`src/hw/cache_pkg.sv`:
```
package cache_pkg;

	typedef logic [31:0] addr_t;

	// Memory operation encoding, shared by loads and stores.
	typedef enum logic [2:0] {
		MEM_LB   = 3'd0,
		MEM_LH   = 3'd1,
		MEM_LW   = 3'd2, // Also the fetch read.
		MEM_LBU  = 3'd4,
		MEM_LHU  = 3'd5,
		MEM_NONE = 3'd7
	} mem_op_t;

	// Store codes reuse the byte, half and word load values.
	localparam mem_op_t MEM_SB = MEM_LB;
	localparam mem_op_t MEM_SH = MEM_LH;
	localparam mem_op_t MEM_SW = MEM_LW;

	typedef struct packed {
		logic  valid;      // One-cycle strobe.
		addr_t block_addr; // Offset bits cleared.
	} dram_req_t;

	localparam int NT           = 4;
	localparam int ICACHE_LINES = 16;
	localparam int DCACHE_LINES = 16;
	localparam int BLOCK_BYTES  = 16;

	localparam int OFFSET_BITS = $clog2(BLOCK_BYTES);

	// Block base address of a byte address.
	function automatic addr_t block_of(addr_t addr);
		addr_t mask;
		mask = '1;
		mask = mask << OFFSET_BITS;
		return addr & mask;
	endfunction

endpackage
```
`src/hw/cache_sim.sv`:
```
module cache_sim #(
	parameter int NT           = cache_pkg::NT,
	parameter int ICACHE_LINES = cache_pkg::ICACHE_LINES,
	parameter int DCACHE_LINES = cache_pkg::DCACHE_LINES
) (
	input  logic               clk,
	input  logic               reset,

	// Fetch side.
	input  cache_pkg::addr_t   icache_pc_addr,
	input  logic               icache_valid_pc_addr,
	output logic               icache_stall,

	// Data side.
	input  cache_pkg::mem_op_t dcache_mem_read,
	input  cache_pkg::mem_op_t dcache_mem_write,
	input  logic [NT-1:0]      dcache_in_valid,
	input  cache_pkg::addr_t   dcache_in_addr [NT],
	output logic               dcache_stall
);
	import cache_pkg::*;

	dram_req_t icache_dram_req;
	dram_req_t dcache_dram_req;
	logic      icache_dram_ready;
	logic      dcache_dram_ready;

	dmem_controller #(
		.NT          (NT),
		.ICACHE_LINES(ICACHE_LINES),
		.DCACHE_LINES(DCACHE_LINES)
	) i_dmem_controller (
		.clk                 (clk),
		.reset               (reset),
		.icache_pc_addr      (icache_pc_addr),
		.icache_valid_pc_addr(icache_valid_pc_addr),
		.icache_stall        (icache_stall),
		.dcache_mem_read     (dcache_mem_read),
		.dcache_mem_write    (dcache_mem_write),
		.dcache_in_valid     (dcache_in_valid),
		.dcache_in_addr      (dcache_in_addr),
		.dcache_stall        (dcache_stall),
		.icache_dram_req     (icache_dram_req),
		.dcache_dram_req     (dcache_dram_req),
		.icache_dram_ready   (icache_dram_ready),
		.dcache_dram_ready   (dcache_dram_ready)
	);

	// Memory model: every request is answered one cycle later.
	always_ff @(posedge clk or posedge reset) begin
		if (reset) begin
			icache_dram_ready <= 1'b0;
			dcache_dram_ready <= 1'b0;
		end else begin
			icache_dram_ready <= icache_dram_req.valid; // Strobe is one cycle, so is ready.
			dcache_dram_ready <= dcache_dram_req.valid;
		end
	end

endmodule

```
`src/hw/dmem_controller.sv`:
```
module dmem_controller #(
	parameter int NT           = 4,
	parameter int ICACHE_LINES = 16,
	parameter int DCACHE_LINES = 16
) (
	input  logic                 clk,
	input  logic                 reset,
	input  cache_pkg::addr_t     icache_pc_addr,
	input  logic                 icache_valid_pc_addr,
	output logic                 icache_stall,
	input  cache_pkg::mem_op_t   dcache_mem_read,
	input  cache_pkg::mem_op_t   dcache_mem_write,
	input  logic [NT-1:0]        dcache_in_valid,
	input  cache_pkg::addr_t     dcache_in_addr [NT],
	output logic                 dcache_stall,
	output cache_pkg::dram_req_t icache_dram_req,
	output cache_pkg::dram_req_t dcache_dram_req,
	input  logic                 icache_dram_ready,
	input  logic                 dcache_dram_ready
);

	icache_ctrl #(
		.LINES(ICACHE_LINES)
	) i_icache (
		.clk       (clk),
		.reset     (reset),
		.pc_addr   (icache_pc_addr),
		.pc_valid  (icache_valid_pc_addr),
		.stall     (icache_stall),
		.dram_req  (icache_dram_req),
		.dram_ready(icache_dram_ready)
	);

	dcache_ctrl #(
		.NT   (NT),
		.LINES(DCACHE_LINES)
	) i_dcache (
		.clk       (clk),
		.reset     (reset),
		.mem_read  (dcache_mem_read),
		.mem_write (dcache_mem_write),
		.lane_valid(dcache_in_valid),
		.lane_addr (dcache_in_addr),
		.stall     (dcache_stall),
		.dram_req  (dcache_dram_req),
		.dram_ready(dcache_dram_ready)
	);

endmodule

```
`src/hw/dcache_ctrl.sv`:
```
module dcache_ctrl #(
	parameter int NT    = 4,
	parameter int LINES = 16
) (
	input  logic                 clk,
	input  logic                 reset,
	input  cache_pkg::mem_op_t   mem_read,
	input  cache_pkg::mem_op_t   mem_write,
	input  logic [NT-1:0]        lane_valid,
	input  cache_pkg::addr_t     lane_addr [NT],
	output logic                 stall,
	output cache_pkg::dram_req_t dram_req,
	input  logic                 dram_ready
);
	import cache_pkg::*;

	localparam int LANE_BITS = (NT > 1) ? $clog2(NT) : 1;

	typedef logic [LANE_BITS-1:0] lane_t;

	typedef enum logic [1:0] {
		LOOKUP,
		REQUEST,
		WAIT
	} state_t;

	state_t        state;
	state_t        state_next;
	logic [NT-1:0] lane_req;
	logic [NT-1:0] hit;
	logic [NT-1:0] done;
	logic [NT-1:0] need;
	lane_t         sel;
	lane_t         sel_next;
	logic          fill;

	// A store allocates just like a load.
	assign lane_req = ((mem_read != MEM_NONE) || (mem_write != MEM_NONE)) ? lane_valid : '0;
	assign need     = lane_req & ~hit & ~done;
	assign fill     = (state == WAIT) && dram_ready;

	cache_tag_store #(
		.LINES(LINES),
		.PORTS(NT)
	) i_tags (
		.clk        (clk),
		.reset      (reset),
		.lookup_addr(lane_addr),
		.hit        (hit),
		.fill       (fill),
		.fill_addr  (lane_addr[sel])
	);

	// Lowest lane still waiting on a fill.
	always_comb begin
		sel_next = '0;
		for (int i = NT - 1; i >= 0; i--) begin
			if (need[i])
				sel_next = lane_t'(i);
		end
	end

	always_comb begin
		state_next = state;
		case (state)
			LOOKUP:  if (|need) state_next = REQUEST;
			REQUEST: state_next = WAIT;
			WAIT:    if (dram_ready) state_next = LOOKUP;
			default: state_next = LOOKUP;
		endcase
	end

	always_ff @(posedge clk or posedge reset) begin
		if (reset) begin
			state <= LOOKUP;
			done  <= '0;
			sel   <= '0;
		end else begin
			state <= state_next;
			if (state == LOOKUP) begin
				if (need == '0) begin
					done <= '0; // Request complete so the mask starts clean.
				end else begin
					done <= done | (lane_req & hit);
					sel  <= sel_next;
				end
			end else if (fill) begin
				done[sel] <= 1'b1; // Served even if a later lane evicts the block.
			end
		end
	end

	assign stall = (state != LOOKUP) || (|need);

	assign dram_req.valid      = (state == REQUEST);
	assign dram_req.block_addr = block_of(lane_addr[sel]);

endmodule

```
`src/hw/icache_ctrl.sv`:
```
module icache_ctrl #(
	parameter int LINES = 16
) (
	input  logic                 clk,
	input  logic                 reset,
	input  cache_pkg::addr_t     pc_addr,
	input  logic                 pc_valid,
	output logic                 stall,
	output cache_pkg::dram_req_t dram_req,
	input  logic                 dram_ready
);
	import cache_pkg::*;

	typedef enum logic [1:0] {
		LOOKUP,
		REQUEST,
		WAIT
	} state_t;

	state_t state;
	state_t state_next;
	addr_t  lookup [1];
	logic   hit;
	logic   miss;
	logic   fill;

	assign lookup[0] = pc_addr;
	assign miss      = pc_valid && !hit;
	assign fill      = (state == WAIT) && dram_ready;

	cache_tag_store #(
		.LINES(LINES),
		.PORTS(1)
	) i_tags (
		.clk        (clk),
		.reset      (reset),
		.lookup_addr(lookup),
		.hit        (hit),
		.fill       (fill),
		.fill_addr  (pc_addr) // Core holds the PC during the stall.
	);

	always_comb begin
		state_next = state;
		case (state)
			LOOKUP:  if (miss) state_next = REQUEST;
			REQUEST: state_next = WAIT;
			WAIT:    if (dram_ready) state_next = LOOKUP;
			default: state_next = LOOKUP;
		endcase
	end

	always_ff @(posedge clk or posedge reset) begin
		if (reset)
			state <= LOOKUP;
		else
			state <= state_next;
	end

	// Miss stalls in the same cycle.
	assign stall = (state != LOOKUP) || miss;

	assign dram_req.valid      = (state == REQUEST);
	assign dram_req.block_addr = block_of(pc_addr);

endmodule

```
`src/hw/cache_tag_store.sv`:
```
module cache_tag_store #(
	parameter int LINES = 16,
	parameter int PORTS = 1
) (
	input  logic             clk,
	input  logic             reset,
	input  cache_pkg::addr_t lookup_addr [PORTS],
	output logic [PORTS-1:0] hit,
	input  logic             fill,
	input  cache_pkg::addr_t fill_addr
);
	import cache_pkg::*;

	localparam int ADDR_BITS  = $bits(addr_t);
	localparam int INDEX_BITS = $clog2(LINES);
	localparam int TAG_BITS   = ADDR_BITS - OFFSET_BITS - INDEX_BITS;

	typedef logic [INDEX_BITS-1:0] index_t;
	typedef logic [TAG_BITS-1:0]   tag_t;

	tag_t             tags [LINES];
	logic [LINES-1:0] valid;

	index_t fill_index;
	tag_t   fill_tag;

	assign fill_index = fill_addr[OFFSET_BITS +: INDEX_BITS];
	assign fill_tag   = fill_addr[ADDR_BITS-1 -: TAG_BITS];

	// One comparator per lookup port.
	for (genvar p = 0; p < PORTS; p++) begin : g_port
		index_t idx;
		tag_t   tag;

		assign idx    = lookup_addr[p][OFFSET_BITS +: INDEX_BITS];
		assign tag    = lookup_addr[p][ADDR_BITS-1 -: TAG_BITS];
		assign hit[p] = valid[idx] && (tags[idx] == tag);
	end

	always_ff @(posedge clk or posedge reset) begin
		if (reset) begin
			valid <= '0;
		end else if (fill) begin
			valid[fill_index] <= 1'b1;
		end
	end

	always_ff @(posedge clk) begin
		if (fill)
			tags[fill_index] <= fill_tag; // Only meaningful once valid is set.
	end

endmodule

```
`config.mk`:
```
export PLATFORM = sky130hd
export DESIGN_NAME = cache_sim
export DESIGN_NICKNAME = d
export VERILOG_FILES = /design/src/hw/cache_pkg.sv /design/src/hw/cache_sim.sv /design/src/hw/dmem_controller.sv /design/src/hw/dcache_ctrl.sv /design/src/hw/icache_ctrl.sv /design/src/hw/cache_tag_store.sv
export SDC_FILE = /design/constraint.sdc
export NUM_CORES = 1
export LEC_CHECK = 0
export BUFFER_PORTS_ARGS = -buffer_cell sky130_fd_sc_hd__buf_4
export CAP_MARGIN = 20
export CORE_AREA = 2 2 407 308
export DETAILED_ROUTE_END_ITERATION = 12
export DIE_AREA = 0 0 409 310
export GPL_TIMING_DRIVEN = 0
export MAX_ROUTING_LAYER = met4
export PLACE_DENSITY = 0.6
export SKIP_LAST_GASP = 1
export SYNTH_ARGS = -nofsm -noshare
export SYNTH_HDL_FRONTEND = slang
export SYNTH_SLANG_ARGS = --single-unit
export TNS_END_PERCENT = 5
```
`constraint.sdc`:
```
create_clock -name clk -period 7.8 [get_ports clk]
set_input_delay 0.39 -clock clk [delete_from_list [all_inputs] [get_ports clk]]
set_output_delay 0.39 -clock clk [all_outputs]
set_load 0.01 [all_outputs]
```
=== Yosys cells after proc, flatten, opt, wreduce, memory -nomap -nowiden ===
Memories as Yosys holds them, arrays and structs flattened.
Cells that the tools add are included.

* Input bits: 173
* Memory bits (writable): 768
* Memories: 2
* Bits in registers: 44
* Output and inout bits: 2
* Word-level logic and storage cells: 109

{| class="wikitable"
|+ Memories
! name !! words !! bits a word !! read ports !! clocked after Yosys merged registers in !! wr ports !! RTL line !! text
|-
| i_dmem_controller.i_dcache.i_tags.tags || 16 || 24 || 4 || 0 || 1 || cache_tag_store.sv:21 || <nowiki>tag_t tags [LINES];</nowiki>
|-
| i_dmem_controller.i_icache.i_tags.tags || 16 || 24 || 1 || 0 || 1 || cache_tag_store.sv:21 ||
|}

* Bitwise logic cells: 11
* Equality and inequality tests: 15
* Reduce and logical (&&, ||, !) cells: 25
* $lt $le $gt $ge: 11
* Mux-type cells: 37

{| class="wikitable"
|+ Operator list
! operator !! count
|-
| $eq 24x24->1 || 5
|-
| $bmux 32 s2 || 1
|-
| $mux 32 || 2
|-
| $or 16x16->16 || 2
|-
| $lt 4x5->1 const B || 6
|-
| $bmux 1 s4 || 5
|-
| $mux 2 || 8
|-
| $mux 4 || 4
|-
| $and 4x4->4 || 3
|-
| $mux 1 || 12
|-
| $pmux 2 s3 || 2
|-
| $logic_and 1x1->1 || 11
|-
| $demux 1 s4 || 2
|-
| $ge 4x1->1 const B || 2
|-
| $ne 2x2->1 const B || 4
|-
| $not 4->4 || 2
|-
| $or 4x4->4 || 2
|-
| $ne 3x3->1 const B || 2
|-
| $reduce_and 2->1 || 3
|-
| $reduce_bool 2->1 || 3
|-
| $eq 2x1->1 const B || 2
|-
| $eq 2x2->1 const B || 2
|-
| $logic_not 2->1 || 2
|-
| $logic_not 4->1 || 1
|-
| other kinds (9) || 11
|}

=== Depth between registers and ports, before layout ===
* Word-level depth: 10
* Depth in mapped cells: 15
* Mapped depth without buffers: 10

=== Hierarchy ===
From an unflattened synthesis, not the netlist that was laid out.

* Cell total of the unflattened synthesis: 2456
* Area total of the unflattened synthesis: 44127.3 um^2

{| class="wikitable"
|+ By module, submodules not included
! module !! area each (um^2) !! cells each !! seq. area each (um^2) !! instances
|-
| cache_tag_store (i_dmem_controller.i_dcache.i_tags) || 26588.0 || 1565 || 11931.4 || 1
|-
| cache_tag_store (i_dmem_controller.i_icache.i_tags) || 15762.6 || 737 || 11931.4 || 1
|-
| dcache_ctrl || 1368.8 || 105 || 200.2 || 1
|-
| icache_ctrl || 354.1 || 46 || 50.0 || 1
|-
| cache_sim || 53.8 || 3 || 50.0 || 1
|}

=== Least setup slack after synthesis ===
No wires, ideal clock.

* Path type: input port to output port
* From: input port icache_pc_addr[4]
* To: output port icache_stall
* Required time: 7410 ps
* Setup slack: 4016 ps
* Path buffers: 3
* Stages: 10
* Data arrival time: 3394 ps
* Path through: clkbuf_1 buf_1 buf_1 mux4_2 mux4_2 xnor2_1 nand4_1 nor4_1 a21boi_0 or3_1

* Cells in the longest elaborated chain, start to end: 6
* Elaborated cells on any way between the ends: 8
* Classes of those cells: 1 x eq/ne; 2 x mux; 4 x reduce/logical; 1 x memory

{| class="wikitable"
|+ Ends and longest elaborated chain
! what !! RTL line !! text
|-
| from (decl) || cache_sim.sv:10 || <nowiki>input cache_pkg::addr_t icache_pc_addr,</nowiki>
|-
| $mem_v2 16x24 or $bmux 1 s4 (tied branches) || -- ||
|-
| $eq 24x24->1 or $mux 1 (tied branches) || cache_tag_store.sv:37 || <nowiki>assign hit[p] = valid[idx] && (tags[idx] == tag);</nowiki>
|-
| $logic_and 1x1->1 * || cache_tag_store.sv:37 ||
|-
| $logic_not 1->1 * || icache_ctrl.sv:28 || <nowiki>assign miss = pc_valid && !hit;</nowiki>
|-
| $logic_and 1x1->1 * || icache_ctrl.sv:28 ||
|-
| $logic_or 1x1->1 * || icache_ctrl.sv:61 || <nowiki>assign stall = (state != LOOKUP) || miss;</nowiki>
|-
| to (decl) || cache_sim.sv:12 || <nowiki>output logic icache_stall,</nowiki>
|}

Every way passes the cells marked *; elsewhere a longest branch is shown, timed or not. The select of a mux whose other input is x is not followed.

=== Final worst setup path ===
* From: input port dcache_in_addr[71] in the netlist's numbering
* To: output port dcache_stall

* Cells in the longest elaborated chain, start to end: 8
* Elaborated cells on any way between the ends: 10
* Classes of those cells: 1 x eq/ne; 2 x mux; 3 x bitwise; 3 x reduce/logical; 1 x memory

{| class="wikitable"
|+ Ends and longest elaborated chain
! what !! RTL line !! text
|-
| from (decl) || cache_sim.sv:18 || <nowiki>input cache_pkg::addr_t dcache_in_addr [NT],</nowiki>
|-
| $mem_v2 16x24 or $bmux 1 s4 (tied branches) || -- ||
|-
| $eq 24x24->1 or $mux 1 (tied branches) || cache_tag_store.sv:37 ||
|-
| $logic_and 1x1->1 * || cache_tag_store.sv:37 ||
|-
| $not 4->4 * || dcache_ctrl.sv:39 || <nowiki>assign need = lane_req & ~hit & ~done;</nowiki>
|-
| $and 4x4->4 * (2 in a row) || dcache_ctrl.sv:39 ||
|-
| $reduce_or 4->1 * || dcache_ctrl.sv:93 || <nowiki>assign stall = (state != LOOKUP) || (|need);</nowiki>
|-
| $logic_or 1x1->1 * || dcache_ctrl.sv:93 ||
|-
| to (decl) || cache_sim.sv:19 || <nowiki>output logic dcache_stall</nowiki>
|}

Marked as above.

==> impl_metrics.yaml <==
status:
  status: "finished clean"
global_routing:
  grt_start_max_net_pins: 40
  track_usage_pct: 30.4
  number_of_antenna_violations_at_the_first_check_in_global_routing: 13
  grt_first_pass_wirelength_mm: 252
  first_global_vias: 28510
  globalRoute.totalOverflow: 0
route:
  vias: 29596
  antenna_violating_nets_remaining: 0
  vias_per_cell: 6.70
  wirelength_mm: 189
  first_pass_iters: 9
  topRoutingLayerUsed: "met4"
  route.detailed.drc: 0
  wl_met2_mm: 76.8
  drt_first_iter_violations: 5479
  met1_length_mm: 73.7
  met3WireLength_mm: 29.0
  post_drt_wl_per_cell_um: 42.9
power_and_ir_drop:
  static_leakage_uw: 0.0168
  vdd_drop_max_mv: 0.169
  powerDensity_nw_per_um2: 239
sta:
  grt_setup_unrepaired: "no"
  final_period_minus_worst_setup_slack_ns: 7.34
  finalClockSkew_ns: 0.0943
  slew_violations: 0
  finalHoldWorstSlack_ns: 0.0965
  finalSetupViolCount: 0
  period_share_pct: 94.1
  transition_at_the_pin_with_the_smallest_max_transition_slack_ns: 1.32
  hold_viol_final: 0
  max_clock_freq_ghz: 0.136
  slew_headroom_pct: 11.5
synth:
  netlist_area_pre_place_sq_um: 42800
  share_of_the_synthesized_area_in_compound_gates_ao_oa_aoi_oai_pct: 3.86
  ys_ff_latch: 812
  synthSimpleGateAreaFrac_pct: 3.68
  synth_warnings: 0
  synth.cells.most_frequent: "768 x sky130_fd_sc_hd__edfxtp_1, 493 x sky130_fd_sc_hd__mux4_2, 193 x sky130_fd_sc_hd__mux2i_1, 88 x sky130_fd_sc_hd__xnor2_1, 68 x sky130_fd_sc_hd__buf_2"
  synth.avg_cell_area_sq_um: 18.2
  post_synth_inst_count: 2354
  synthMostInstantiatedCell: "sky130_fd_sc_hd__edfxtp_1"
  synth.yosys.seq_area_share_pct: 56.5
  mappedNetlistNets: 2527
  synth_top_cell_by_area: "sky130_fd_sc_hd__edfxtp_1"
  synth_largest_type_area_fraction_pct: 53.9
  cell_types_occupying_the_most_area_after_synthesis: "sky130_fd_sc_hd__edfxtp_1 54%, sky130_fd_sc_hd__mux4_2 26%, sky130_fd_sc_hd__mux2i_1 4.5%"
  synth_xor_area_share_pct: 3.07
  synthFlopType: "sky130_fd_sc_hd__edfxtp_1"
  synth_async_sr_flop_share_pct: 5.42
  ys_types: 66
  synth_mux_area_share_pct: 30.9
  synth_enable_flop_cells: 768
  synth_adder_area_share_pct: 0
  synth_top_family_by_area: "multiplexers"
worst_setup_path:
  critical_path.reg2reg.endpoint: "i_dmem_controller.i_dcache.done[2]$_DFFE_PP0P_"
  arrival_time_of_the_worst_setup_path_ns: 6.95
  reg2regPathDepth: 9
  ff2ff_setup_slack_ns: 3.24
  cp_max_fo: 10
  cp-start-kind: "primary input"
  regToRegStartpoint: "i_dmem_controller.i_dcache.i_tags.tags[13][2]$_DFFE_PP_"
  critical_path_class: "in -> out"
  setup.worst_path.end_class: "output port"
  cp_data_required_time_ns: 7.41
layout:
  final.fill_count: 10867
  layoutNonFillerInstCount: 4415
  area_delta_synth_final_pct: 18.7
  drive_gt1_share_pct: 37.5
  final_nets: 2858
clock_network:
  worst_skew_pair.late_latency_ns: 0.75
  cts_setup_buffers: 0
  tritoncts_clock_tree: "done"
  clk_path_buf_depth: 3
  htreeDepth: 3
  worst_setup_hold_path_clk_slew_ns: 0.06
  cts.root.buffer_cell: "sky130_fd_sc_hd__clkbuf_16"
  cells_resized_by_post_cts_repair: 0
  clock_sinks: 812
  tritoncts.num_buffers: 86
floorplanning:
  initial_core_util_pct: 34.7
  row_count: 112
  die_area_sq_um: 127000
  die_h_um: 310
  die_width_um: 409
  core_sq_um: 123000
  pin_count: 175
hold_path:
  hold_path.startpoint: "icache_valid_pc_addr"
  hold_path_depth: 3
  holdPathEnd: "i_dmem_controller.i_icache.state[0]$_DFFE_PP0P_"
  hp_class: "in -> reg"
job:
  timing.max_cap.violations: 0
place:
  gp_congestion: 1.06
  placed_wire_length_estimate_mm: 135
  port_buffers: 140
  placed_cells_incl_taps: 4219
==> state kept, by name, indices dropped and copies added (netlist names) <==
signal                                   cells
i_dmem_controller.i_icache.i_tags.valid     16
i_dmem_controller.i_dcache.i_tags.valid     16
i_dmem_controller.i_dcache.done              4
dcache_dram_ready                            1
i_dmem_controller.i_icache.i_tags.tags     384
i_dmem_controller.i_dcache.sel               2
i_dmem_controller.i_icache.state             2
i_dmem_controller.i_dcache.state             2
icache_dram_ready                            1
i_dmem_controller.i_dcache.i_tags.tags     384
==> per-layer routing <==
| layer | global-route usage [%] | up-vias |
|---|---|---|
| met4 | 13.1 | 0 |
| met1 | 40.2 | 15521 |
| met2 | 40.1 | 2751 |
| met5 | - | - |
| li1 | - | 10745 |
| met3 | 13.4 | 579 |
==> cell type report <==
class                           instances  area [sq um]  share of cell area, %
Inverter                               10          37.5                 0.0739
Sequential cell                       812         24200                   47.6
Tap cell                             1653          2070                   4.07
Clock inverter                         60           666                   1.31
Multi-Input combinational cell       1361         18000                   35.4
Timing Repair Buffer                  243          2790                   5.49
Buffer                                171           848                   1.67
Antenna cell                            7          17.5                 0.0345
Clock buffer                           98          2220                   4.37
==> worst max-delay path: stages <==
cell and delay (ns):
sky130_fd_sc_hd__buf_4 0.12, sky130_fd_sc_hd__clkbuf_1 0.82, sky130_fd_sc_hd__clkbuf_1 0.86, sky130_fd_sc_hd__clkbuf_1 0.88, sky130_fd_sc_hd__mux4_2 0.45, sky130_fd_sc_hd__a22oi_1 0.16, sky130_fd_sc_hd__nand2_1 0.11, sky130_fd_sc_hd__xnor2_1 0.96
sky130_fd_sc_hd__o2111ai_1 0.47, sky130_fd_sc_hd__nand4b_1 0.48, sky130_fd_sc_hd__o21ai_1 0.33, sky130_fd_sc_hd__o31ai_1 0.21, sky130_fd_sc_hd__nor3b_4 0.32, sky130_fd_sc_hd__nand2_1 0.16, sky130_fd_sc_hd__buf_4 0.19
==> placed cells by master (no fill, tap or decap), types with 13 or more instances in the layout <==
cell type                       instances
sky130_fd_sc_hd__nand2_1               51
sky130_fd_sc_hd__buf_8                 22
sky130_fd_sc_hd__xor2_1                62
sky130_fd_sc_hd__buf_4                153
sky130_fd_sc_hd__o21ai_0               13
sky130_fd_sc_hd__buf_1                 29
sky130_fd_sc_hd__a21oi_1               24
sky130_fd_sc_hd__nand4_1               13
sky130_fd_sc_hd__buf_2                 72
sky130_fd_sc_hd__dlygate4sd3_1         26
sky130_fd_sc_hd__nor2_4                28
sky130_fd_sc_hd__nor2_1                25
sky130_fd_sc_hd__buf_16                28
sky130_fd_sc_hd__xnor2_1               88
sky130_fd_sc_hd__clkinv_1              18
sky130_fd_sc_hd__buf_6                 23
sky130_fd_sc_hd__mux4_2               493
sky130_fd_sc_hd__nor2b_1               32
sky130_fd_sc_hd__mux2_2                16
sky130_fd_sc_hd__or2_2                 35
sky130_fd_sc_hd__clkinv_2              18
sky130_fd_sc_hd__clkbuf_1              55
sky130_fd_sc_hd__nand2b_1              16
sky130_fd_sc_hd__a22o_1                28
sky130_fd_sc_hd__clkbuf_16             87
sky130_fd_sc_hd__dfrtp_1               44
sky130_fd_sc_hd__nand3_1               18
sky130_fd_sc_hd__a221oi_1              33
sky130_fd_sc_hd__nor3_1                13
sky130_fd_sc_hd__a22oi_1               57
sky130_fd_sc_hd__edfxtp_1             768
sky130_fd_sc_hd__mux2i_1              193
==> logic make-up after synthesis <==
family,Yosys count
flip-flops,812
multiplexers,702
AND/OR/NAND/NOR,291
AO/OA/AOI/OAI,218
buffers and inverters,181
XOR/XNOR,150
==> how the worst max path moves through the flow <==
stage                        from                                                       to  cells after the start
4_1_cts         dcache_in_addr[4]                                             dcache_stall                     15
2_1_floorplan   icache_pc_addr[4]                                             icache_stall                     10
3_3_place_gp    dcache_in_addr[7]  i_dmem_controller.i_dcache.i_tags.valid[12]$_DFFE_PP0P_                      8
5_1_grt         dcache_in_addr[4]                                             dcache_stall                     15
6_report       dcache_in_addr[71]                                             dcache_stall                     15
3_5_place_dp    dcache_in_addr[4]                                             dcache_stall                     15
==> power by group <==
group / leakage, uW / internal, uW / total, uW / switching (uW)
registers: 0.00747 / 5270 / 5410 / 140
clock network: 0.00139 / 2340 / 4250 / 1900
logic: 0.00790 / 899 / 2510 / 1610
==> metrics by stage <==
stage / TNS [ns] / instance area [sq um] / total power, uW / setup slack, ns / utilization, %
final: 0 / 50800 / 12200 / 0.458 / 41.2
after global routing: 0 / 50800 / 12400 / 0.739 / 41.2
after CTS: 0 / 50700 / 12100 / 0.925 / 41.2
after detailed placement: 0 / 47600 / 7870 / 0.942 / 38.6
after global placement: -177.84 / 45900 / 7690 / -0.765 / 37.3
after floorplan: 0 / 42800 / 6770 / 4.02 / -
==> repair_timing <==
action / CTS / global route
hold buffers: 26 / 0
setup endpoints to repair: 0 / 0
endpoints found under the hold margin: 395 / 0
Note: power is estimated with default switching activity, not from simulation.
